**config.mk**
```make
export PLATFORM = sky130hd
export DESIGN_NAME = mem_subsys
export DESIGN_NICKNAME = d
export VERILOG_FILES = /design/src/design/mem_pkg.sv /design/src/design/mem_subsys.sv /design/src/design/load_store_unit.sv /design/src/design/fetch_unit.sv /design/src/design/mem_ctrl.sv
export SDC_FILE = /design/constraint.sdc
export NUM_CORES = 1
export LEC_CHECK = 0
export BUFFER_PORTS_ARGS = -buffer_cell sky130_fd_sc_hd__buf_4
export CORE_MARGIN = 2
export CORE_UTILIZATION = 29
export CTS_BUF_LIST = sky130_fd_sc_hd__clkbuf_4
export DETAILED_ROUTE_END_ITERATION = 8
export GPL_ROUTABILITY_DRIVEN = 0
export PLACE_DENSITY = 0.45
export SLEW_MARGIN = 20
export SYNTH_ARGS = -nofsm -noshare
export SYNTH_HDL_FRONTEND = slang
export SYNTH_SLANG_ARGS = --single-unit
```
**constraint.sdc**
```tcl
create_clock -name clk_in -period 14.2 [get_ports clk_in]
set_input_delay 2.84 -clock clk_in [delete_from_list [all_inputs] [get_ports clk_in]]
set_output_delay 2.84 -clock clk_in [all_outputs]
set_load 0.01 [all_outputs]
```
**src/design/mem_pkg.sv**
```systemverilog
/* Shared widths, address map, enums and request/response structs for the memory subsystem.
   Modules refer to these by scoped names. */
package mem_pkg;

    localparam int addr_w = 32;
    localparam int data_w = 32;

    // bits 17:16 of an I/O address
    localparam logic [1:0] io_sel = 2'b11;

    // RV32I load/store opcodes
    typedef enum logic [2:0] {
        op_lb  = 3'd0,
        op_lh  = 3'd1,
        op_lw  = 3'd2,
        op_lbu = 3'd3,
        op_lhu = 3'd4,
        op_sb  = 3'd5,
        op_sh  = 3'd6,
        op_sw  = 3'd7
    } mem_op_e;

    // bytes moved by one transfer
    typedef enum logic [1:0] {
        len_one  = 2'd0,
        len_two  = 2'd1,
        len_four = 2'd2
    } len_e;

    typedef enum logic [1:0] {
        st_idle     = 2'd0,
        st_transfer = 2'd1,
        st_finish   = 2'd2
    } ctrl_state_e;

    // requester to controller, held until done
    typedef struct packed {
        logic              write;
        len_e              len;
        logic [addr_w-1:0] addr;
        logic [data_w-1:0] wdata;
    } mem_req_t;

    // controller to requester, rdata zero-extended
    typedef struct packed {
        logic              done;
        logic [data_w-1:0] rdata;
    } mem_rsp_t;

    // command from the core into the load/store unit
    typedef struct packed {
        mem_op_e           op;
        logic [addr_w-1:0] addr;
        logic [data_w-1:0] data;
    } ls_cmd_t;

endpackage
```
**src/design/mem_subsys.sv**
```systemverilog
/* Top of the memory subsystem: fetch unit and load/store unit sharing
   the byte-wide external memory port through the controller. */
`timescale 1ns/1ps

module mem_subsys #(
    parameter logic [mem_pkg::addr_w-1:0] reset_pc = '0
) (
    input  logic                       clk_in,
    input  logic                       reset,
    input  logic                       rdy_in,
    input  logic                       io_buffer_full,
    input  logic [7:0]                 mem_din,
    output logic [7:0]                 mem_dout,
    output logic [mem_pkg::addr_w-1:0] mem_a,
    output logic                       mem_wr,
    // fetch side
    output logic                       inst_valid,
    output logic [mem_pkg::data_w-1:0] inst,
    output logic [mem_pkg::addr_w-1:0] inst_pc,
    input  logic                       inst_take,
    input  logic                       redirect,
    input  logic [mem_pkg::addr_w-1:0] redirect_pc,
    // load/store side
    input  logic                       ls_en,
    input  mem_pkg::ls_cmd_t           ls_cmd,
    output logic                       ls_busy,
    output logic                       ls_done,
    output logic [mem_pkg::data_w-1:0] ls_data
);

    logic              if_valid;
    mem_pkg::mem_req_t if_req;
    mem_pkg::mem_rsp_t if_rsp;
    logic              lsu_valid;
    mem_pkg::mem_req_t lsu_req;
    mem_pkg::mem_rsp_t lsu_rsp;

    fetch_unit #(
        .reset_pc(reset_pc)
    ) fetch_unit_i (
        .clk_in     (clk_in),
        .reset      (reset),
        .rdy_in     (rdy_in),
        .redirect   (redirect),
        .redirect_pc(redirect_pc),
        .inst_take  (inst_take),
        .inst_valid (inst_valid),
        .inst       (inst),
        .inst_pc    (inst_pc),
        .mem_valid  (if_valid),
        .mem_req    (if_req),
        .mem_rsp    (if_rsp)
    );

    load_store_unit load_store_unit_i (
        .clk_in   (clk_in),
        .reset    (reset),
        .rdy_in   (rdy_in),
        .ls_en    (ls_en),
        .ls_cmd   (ls_cmd),
        .ls_busy  (ls_busy),
        .ls_done  (ls_done),
        .ls_data  (ls_data),
        .mem_valid(lsu_valid),
        .mem_req  (lsu_req),
        .mem_rsp  (lsu_rsp)
    );

    mem_ctrl mem_ctrl_i (
        .clk_in        (clk_in),
        .reset         (reset),
        .rdy_in        (rdy_in),
        .io_buffer_full(io_buffer_full),
        .mem_din       (mem_din),
        .mem_dout      (mem_dout),
        .mem_a         (mem_a),
        .mem_wr        (mem_wr),
        .if_valid      (if_valid),
        .if_req        (if_req),
        .if_rsp        (if_rsp),
        .ls_valid      (lsu_valid),
        .ls_req        (lsu_req),
        .ls_rsp        (lsu_rsp)
    );

endmodule

```
**src/design/load_store_unit.sv**
```systemverilog
/* Single-entry load/store unit. Turns an RV32I load or store into one controller
   transfer and returns the extended load value with a done pulse. */
`timescale 1ns/1ps

module load_store_unit (
    input  logic                       clk_in,
    input  logic                       reset,
    input  logic                       rdy_in,
    input  logic                       ls_en,
    input  mem_pkg::ls_cmd_t           ls_cmd,
    output logic                       ls_busy,
    output logic                       ls_done,
    output logic [mem_pkg::data_w-1:0] ls_data,
    output logic                       mem_valid,
    output mem_pkg::mem_req_t          mem_req,
    input  mem_pkg::mem_rsp_t          mem_rsp
);

    mem_pkg::ls_cmd_t           cmd_q;
    logic                       busy;
    logic                       done_q;
    logic [mem_pkg::data_w-1:0] data_q;
    logic [mem_pkg::data_w-1:0] load_val;

    assign ls_busy   = busy;
    assign mem_valid = busy;
    // done pulse only shows in an active cycle
    assign ls_done   = done_q && rdy_in;
    assign ls_data   = data_q;

    // opcode to direction and length
    always_comb begin
        mem_req.addr  = cmd_q.addr;
        mem_req.wdata = cmd_q.data;
        case (cmd_q.op)
            mem_pkg::op_lb, mem_pkg::op_lbu: begin
                mem_req.write = 1'b0;
                mem_req.len   = mem_pkg::len_one;
            end
            mem_pkg::op_lh, mem_pkg::op_lhu: begin
                mem_req.write = 1'b0;
                mem_req.len   = mem_pkg::len_two;
            end
            mem_pkg::op_sb: begin
                mem_req.write = 1'b1;
                mem_req.len   = mem_pkg::len_one;
            end
            mem_pkg::op_sh: begin
                mem_req.write = 1'b1;
                mem_req.len   = mem_pkg::len_two;
            end
            mem_pkg::op_sw: begin
                mem_req.write = 1'b1;
                mem_req.len   = mem_pkg::len_four;
            end
            default: begin
                mem_req.write = 1'b0;
                mem_req.len   = mem_pkg::len_four;
            end
        endcase
    end

    // controller data is already zero-extended
    always_comb begin
        case (cmd_q.op)
            mem_pkg::op_lb:  load_val = {{24{mem_rsp.rdata[7]}}, mem_rsp.rdata[7:0]};
            mem_pkg::op_lh:  load_val = {{16{mem_rsp.rdata[15]}}, mem_rsp.rdata[15:0]};
            mem_pkg::op_lw, mem_pkg::op_lbu, mem_pkg::op_lhu: begin
                load_val = mem_rsp.rdata;
            end
            default:         load_val = '0;
        endcase
    end

    always_ff @(posedge clk_in) begin
        if (reset) begin
            busy   <= 1'b0;
            done_q <= 1'b0;
            data_q <= '0;
        end else if (rdy_in) begin
            done_q <= 1'b0;
            if (!busy && ls_en) begin
                busy  <= 1'b1;
                cmd_q <= ls_cmd;
            end
            if (busy && mem_rsp.done) begin
                busy   <= 1'b0;
                done_q <= 1'b1;
                data_q <= load_val;
            end
        end
    end

endmodule

```
**src/design/fetch_unit.sv**
```systemverilog
/* Sequential instruction fetcher with a one-entry buffer.
   Reads 32-bit words through the memory controller and follows redirects. */
`timescale 1ns/1ps

module fetch_unit #(
    parameter logic [mem_pkg::addr_w-1:0] reset_pc = '0
) (
    input  logic                       clk_in,
    input  logic                       reset,
    input  logic                       rdy_in,
    input  logic                       redirect,
    input  logic [mem_pkg::addr_w-1:0] redirect_pc,
    input  logic                       inst_take,
    output logic                       inst_valid,
    output logic [mem_pkg::data_w-1:0] inst,
    output logic [mem_pkg::addr_w-1:0] inst_pc,
    output logic                       mem_valid,
    output mem_pkg::mem_req_t          mem_req,
    input  mem_pkg::mem_rsp_t          mem_rsp
);

    logic [mem_pkg::addr_w-1:0] pc;
    logic [mem_pkg::addr_w-1:0] req_addr;
    logic                       busy;
    logic                       discard;
    logic                       buf_valid;
    logic [mem_pkg::data_w-1:0] buf_inst;
    logic [mem_pkg::addr_w-1:0] buf_pc;

    assign inst_valid = buf_valid;
    assign inst       = buf_inst;
    assign inst_pc    = buf_pc;
    assign mem_valid  = busy;

    // always a four-byte read
    always_comb begin
        mem_req.write = 1'b0;
        mem_req.len   = mem_pkg::len_four;
        mem_req.addr  = req_addr;
        mem_req.wdata = '0;
    end

    always_ff @(posedge clk_in) begin
        if (reset) begin
            pc        <= reset_pc;
            busy      <= 1'b0;
            discard   <= 1'b0;
            buf_valid <= 1'b0;
        end else if (rdy_in) begin
            // start only with an empty buffer
            if (!busy && !buf_valid && !redirect) begin
                busy     <= 1'b1;
                req_addr <= pc;
            end

            if (buf_valid && inst_take) begin
                buf_valid <= 1'b0;
            end

            if (mem_rsp.done) begin
                busy    <= 1'b0;
                discard <= 1'b0;
                if (!discard && !redirect) begin
                    buf_valid <= 1'b1;
                    buf_inst  <= mem_rsp.rdata;
                    buf_pc    <= req_addr;
                    pc        <= req_addr + 32'd4;
                end
            end

            // redirect flushes the buffer and any fetch in flight
            if (redirect) begin
                pc        <= redirect_pc;
                buf_valid <= 1'b0;
                if (busy && !mem_rsp.done) begin
                    discard <= 1'b1;
                end
            end
        end
    end

endmodule

```
**src/design/mem_ctrl.sv**
```systemverilog
/* Arbitrates fetch and load/store requests onto the byte-wide memory port
   and sequences each transfer one byte per cycle, little-endian. */
`timescale 1ns/1ps

module mem_ctrl (
    input  logic                       clk_in,
    input  logic                       reset,
    input  logic                       rdy_in,
    input  logic                       io_buffer_full,
    input  logic [7:0]                 mem_din,
    output logic [7:0]                 mem_dout,
    output logic [mem_pkg::addr_w-1:0] mem_a,
    output logic                       mem_wr,
    input  logic                       if_valid,
    input  mem_pkg::mem_req_t          if_req,
    output mem_pkg::mem_rsp_t          if_rsp,
    input  logic                       ls_valid,
    input  mem_pkg::mem_req_t          ls_req,
    output mem_pkg::mem_rsp_t          ls_rsp
);

    mem_pkg::ctrl_state_e       state;
    logic                       owner_ls;
    mem_pkg::mem_req_t          req_q;
    logic [2:0]                 idx;
    logic [1:0]                 got;
    logic                       addr_live;
    logic                       data_live;
    logic [mem_pkg::data_w-1:0] shift_q;

    logic [2:0]                 nbytes;
    logic [mem_pkg::addr_w-1:0] issue_addr;
    logic [7:0]                 wbyte;
    logic                       io_stall;
    logic [mem_pkg::data_w-1:0] rdata;
    logic                       done;

    always_comb begin
        case (req_q.len)
            mem_pkg::len_one: nbytes = 3'd1;
            mem_pkg::len_two: nbytes = 3'd2;
            default:          nbytes = 3'd4;
        endcase
    end

    assign issue_addr = req_q.addr + {{(mem_pkg::addr_w - 3){1'b0}}, idx};
    assign wbyte      = req_q.wdata[{idx[1:0], 3'b000} +: 8];
    // uart output must wait for room
    assign io_stall   = req_q.write && (issue_addr[17:16] == mem_pkg::io_sel) && io_buffer_full;

    // bytes shift in from the top, so short reads sit high
    always_comb begin
        case (nbytes)
            3'd1:    rdata = {24'd0, shift_q[31:24]};
            3'd2:    rdata = {16'd0, shift_q[31:16]};
            default: rdata = shift_q;
        endcase
    end

    // no done while paused
    assign done = (state == mem_pkg::st_finish) && rdy_in;

    always_comb begin
        if_rsp.done  = done && !owner_ls;
        if_rsp.rdata = rdata;
        ls_rsp.done  = done && owner_ls;
        ls_rsp.rdata = rdata;
    end

    always_ff @(posedge clk_in) begin
        if (reset) begin
            state     <= mem_pkg::st_idle;
            owner_ls  <= 1'b0;
            idx       <= 3'd0;
            got       <= 2'd0;
            addr_live <= 1'b0;
            data_live <= 1'b0;
            mem_a     <= '0;
            mem_wr    <= 1'b0;
        end else if (rdy_in) begin
            case (state)
                mem_pkg::st_idle: begin
                    idx       <= 3'd0;
                    got       <= 2'd0;
                    addr_live <= 1'b0;
                    data_live <= 1'b0;
                    // load/store has priority
                    if (ls_valid) begin
                        owner_ls <= 1'b1;
                        req_q    <= ls_req;
                        state    <= mem_pkg::st_transfer;
                    end else if (if_valid) begin
                        owner_ls <= 1'b0;
                        req_q    <= if_req;
                        state    <= mem_pkg::st_transfer;
                    end
                end
                mem_pkg::st_transfer: begin
                    data_live <= addr_live;
                    if (idx != nbytes) begin
                        mem_a <= issue_addr;
                        if (io_stall) begin
                            // same address again, no write
                            mem_wr    <= 1'b0;
                            addr_live <= 1'b0;
                        end else begin
                            mem_wr    <= req_q.write;
                            mem_dout  <= wbyte;
                            addr_live <= !req_q.write;
                            idx       <= idx + 3'd1;
                        end
                    end else begin
                        mem_wr    <= 1'b0;
                        addr_live <= 1'b0;
                        if (req_q.write) begin
                            state <= mem_pkg::st_finish;
                        end
                    end
                    // read byte returns one cycle after its address
                    if (data_live) begin
                        shift_q <= {mem_din, shift_q[31:8]};
                        got     <= got + 2'd1;
                        if ({1'b0, got} == nbytes - 3'd1) begin
                            state <= mem_pkg::st_finish;
                        end
                    end
                end
                mem_pkg::st_finish: begin
                    state <= mem_pkg::st_idle;
                end
                default: begin
                    state <= mem_pkg::st_idle;
                end
            endcase
        end
    end

endmodule

```
==> results.toml <==
[sta]
worstMarginPinSlew_ps = 1060
min_period_over_period_pct = 44.0
finalClockSkew_ps = 55.3
max_slew_margin_pct = 29.3
setup_tns_ps = 0
finalHoldViolations = 0
final-setup-viol-count = 0
slew_violations = 0
rsz0062_at_grt = "false"
fmax_mhz = 160
worst_slack_ps = 7950
period_needed_ps = 6250

[clock_network]
cts_buffer_depth = 3
cts-root-buf = "clkbuf_4"
cts_setup_buffers = 0
cts_tree = "built"
cts_buffers = 103
clock_sinks = 382
clkLatencyLatePin_ps = 830
cts_resized = 0
holdBufCountCts = 0
path_clk_slew_ps = 70
cts_max_level = 3

[die]
row_count = 83
fp.dieW_um = 231
die_y_um = 231
io_pins = 254
dieArea_um2 = 53600
initial_core_util_pct = 29.3
core_area_um2 = 51200

[grt]
grt-ovfl-total = 0
grt_max_degree = 76
grt_pass1_wl_mm = 62.3
grt_use_total_pct = 15.6
grt_pass1_vias = 10200
antenna_found_initial = 3

[worst_setup_path]
end_kind = "output port"
crit_path_max_fanout = 22
start_kind = "input pin"
required_ps = 11360
critical_path_class = "in2out"
arrival_ps = 3410

[synthesis]
synthXorXnorAreaFrac_pct = 3.50
synth_cell_type_count = 56
ys.flop_type = "edfxtp_1"
synth_mux_area_share_pct = 4.54
synth_edf_count = 270
postSynthAreaPerCell_um2 = 13.1
synth_warnings = 0
yosys.area_share.simple_pct = 12.2
netlist_area_um2 = 15000
synth_cells = 1149
yosysTopAreaCell = "edfxtp_1"
ys_seq_area_share_pct = 69.0
synth.area.top_cells = "edfxtp_1 54%, dfxtp_1 15%, nand2_1 3.1%"
synth.top_cell.area_share_pct = 54.0
synth-compound-area-share_pct = 8.18
synth_seq_cells = 382
postSynth.asyncResetShare_pct = 0
synth_nets = 1269
synthAdderAreaFrac_pct = 0.550
synth_top_family_by_area = "simple AND/OR/NAND/NOR gates"

[placed_design]
port_buffers = 253
hpwl_mm = 27.8
place_ws_ps = 7940

[route]
drtIter0Drc = 620
post_drt_wl_per_cell_um = 18.9
drt_first_pass_iters = 7
vias = 10100
viasPerCell = 4.52
antenna_left = 0
routed_wl_mm = 42.2
drc = 0

[outcome]
status = "finished clean"

[power_and_ir_drop]
power.density_nw_per_um2 = 126
leakage_nw = 6.96
ir_drop_v = 0.0000464

[layout]
most-common-layout-cells = "270 x edfxtp_1, 268 x buf_4, 168 x clkbuf_4"
fin_nets = 1578
syn_to_final_growth_pct = 27.3
final_layout_size_suffix_gt1_share_pct = 33.1
layout_commonest_cell = "edfxtp_1"

[flow_run]
drv_cap = 0

[min_path]
min_path_type = "reg2reg"
## Yosys cell counts, drive strengths merged (2+ instances only)
library cell	instances
edfxtp	270
nand2	124
dfxtp	112
nor2	82
a21oi	63
and2	54
clkbuf	50
o21ai	48
xnor2	42
a211oi	33
mux2	32
nand3	29
xor2	18
and3	17
inv	15
buf	14
mux2i	14
o211ai	13
nand4	12
nor3	12
o22ai	10
a31oi	9
mux4	8
nand2b	8
nor2b	8
a22o	7
ha	5
nor4	5
o31ai	4
or2	4
and4	3
or4	3
a21boi	2
a21o	2
a2bb2oi	2
nor3b	2
nor4b	2
or3	2
## path summary, 6_finish.rpt
kind,endpoint,from,slack (ps),cells past startpoint
setup / recovery,ls_done,rdy_in,7950,3
hold / removal,fetch_unit_i.req_addr[25],fetch_unit_i.pc[25],410,0
setup reg to reg,mem_ctrl_i.mem_dout[2],mem_ctrl_i.idx[1],10600,7
hold reg to reg,fetch_unit_i.req_addr[25],fetch_unit_i.pc[25],410,0
## area by class of cell
| type | instances | area [um2] |
|---|---|---|
| Antenna cell | 5 | 12.5 |
| Clock buffer | 168 | 1260 |
| Clock inverter | 24 | 164 |
| Fill cell | 5027 | 32100 |
| Inverter | 15 | 56.3 |
| Multi-Input combinational cell | 688 | 4390 |
| Sequential cell | 382 | 10400 |
| Tap cell | 680 | 851 |
| Timing Repair Buffer | 268 | 2010 |
## per-layer routing
metal	up-vias	global-route usage, %	wire length (um)
met4	0	5.40	896
met2	271	24.3	19700
met1	4846	20.8	19300
met3	60	4.43	2240
li1	4896	-	-
met5	-	0	0
## cells by family after synthesis
kind of cell	count (synthesis)
buf+inv	79
flops	382
simple gates	370
mux	54
fa+ha+maj	6
xor+xnor	60
compound gates	198
## power by group
| group | switching [mW] | internal [mW] | leakage [nW] |
|---|---|---|---|
| Combinational | 0.0693 | 0.0576 | 2.71 |
| Sequential | 0.0188 | 1.22 | 3.40 |
| Clock | 0.466 | 0.571 | 0.848 |
| Total | 0.554 | 1.85 | 6.96 |
## state kept, by name, indices dropped and copies added (netlist names), 2 cells and up
signal and count:
mem_ctrl_i.req_q 67, load_store_unit_i.mem_req 64, fetch_unit_i.inst 32, fetch_unit_i.inst_pc 32, fetch_unit_i.pc 32, fetch_unit_i.req_addr 32
load_store_unit_i.ls_data 32, mem_ctrl_i.mem_a 32, mem_ctrl_i.shift_q 32, mem_ctrl_i.mem_dout 8, load_store_unit_i.cmd_q 3, mem_ctrl_i.idx 3
mem_ctrl_i.got 2, mem_ctrl_i.state 2
## per-stage QoR
step / cells / util (%) / instance area [um2] / hold slack [ps] / total power [mW]
6_report: 2230 / 37.3 / 19100 / 405 / 2.40
5_1_grt: 2230 / 37.3 / 19100 / 425 / 2.52
4_1_cts: 2225 / 37.3 / 19100 / 401 / 2.45
3_5_place_dp: 2033 / 34.5 / 17700 / 415 / 1.39
3_3_place_gp: 2033 / 34.5 / 17700 / 412 / 1.39
2_1_floorplan: 1149 / - / 15000 / 408 / 1.33
## worst max-delay path: stages
cell and delay (ps):
buf_4 250, and2_1 170, buf_4 120
Note: power is estimated with default switching activity, not from simulation.
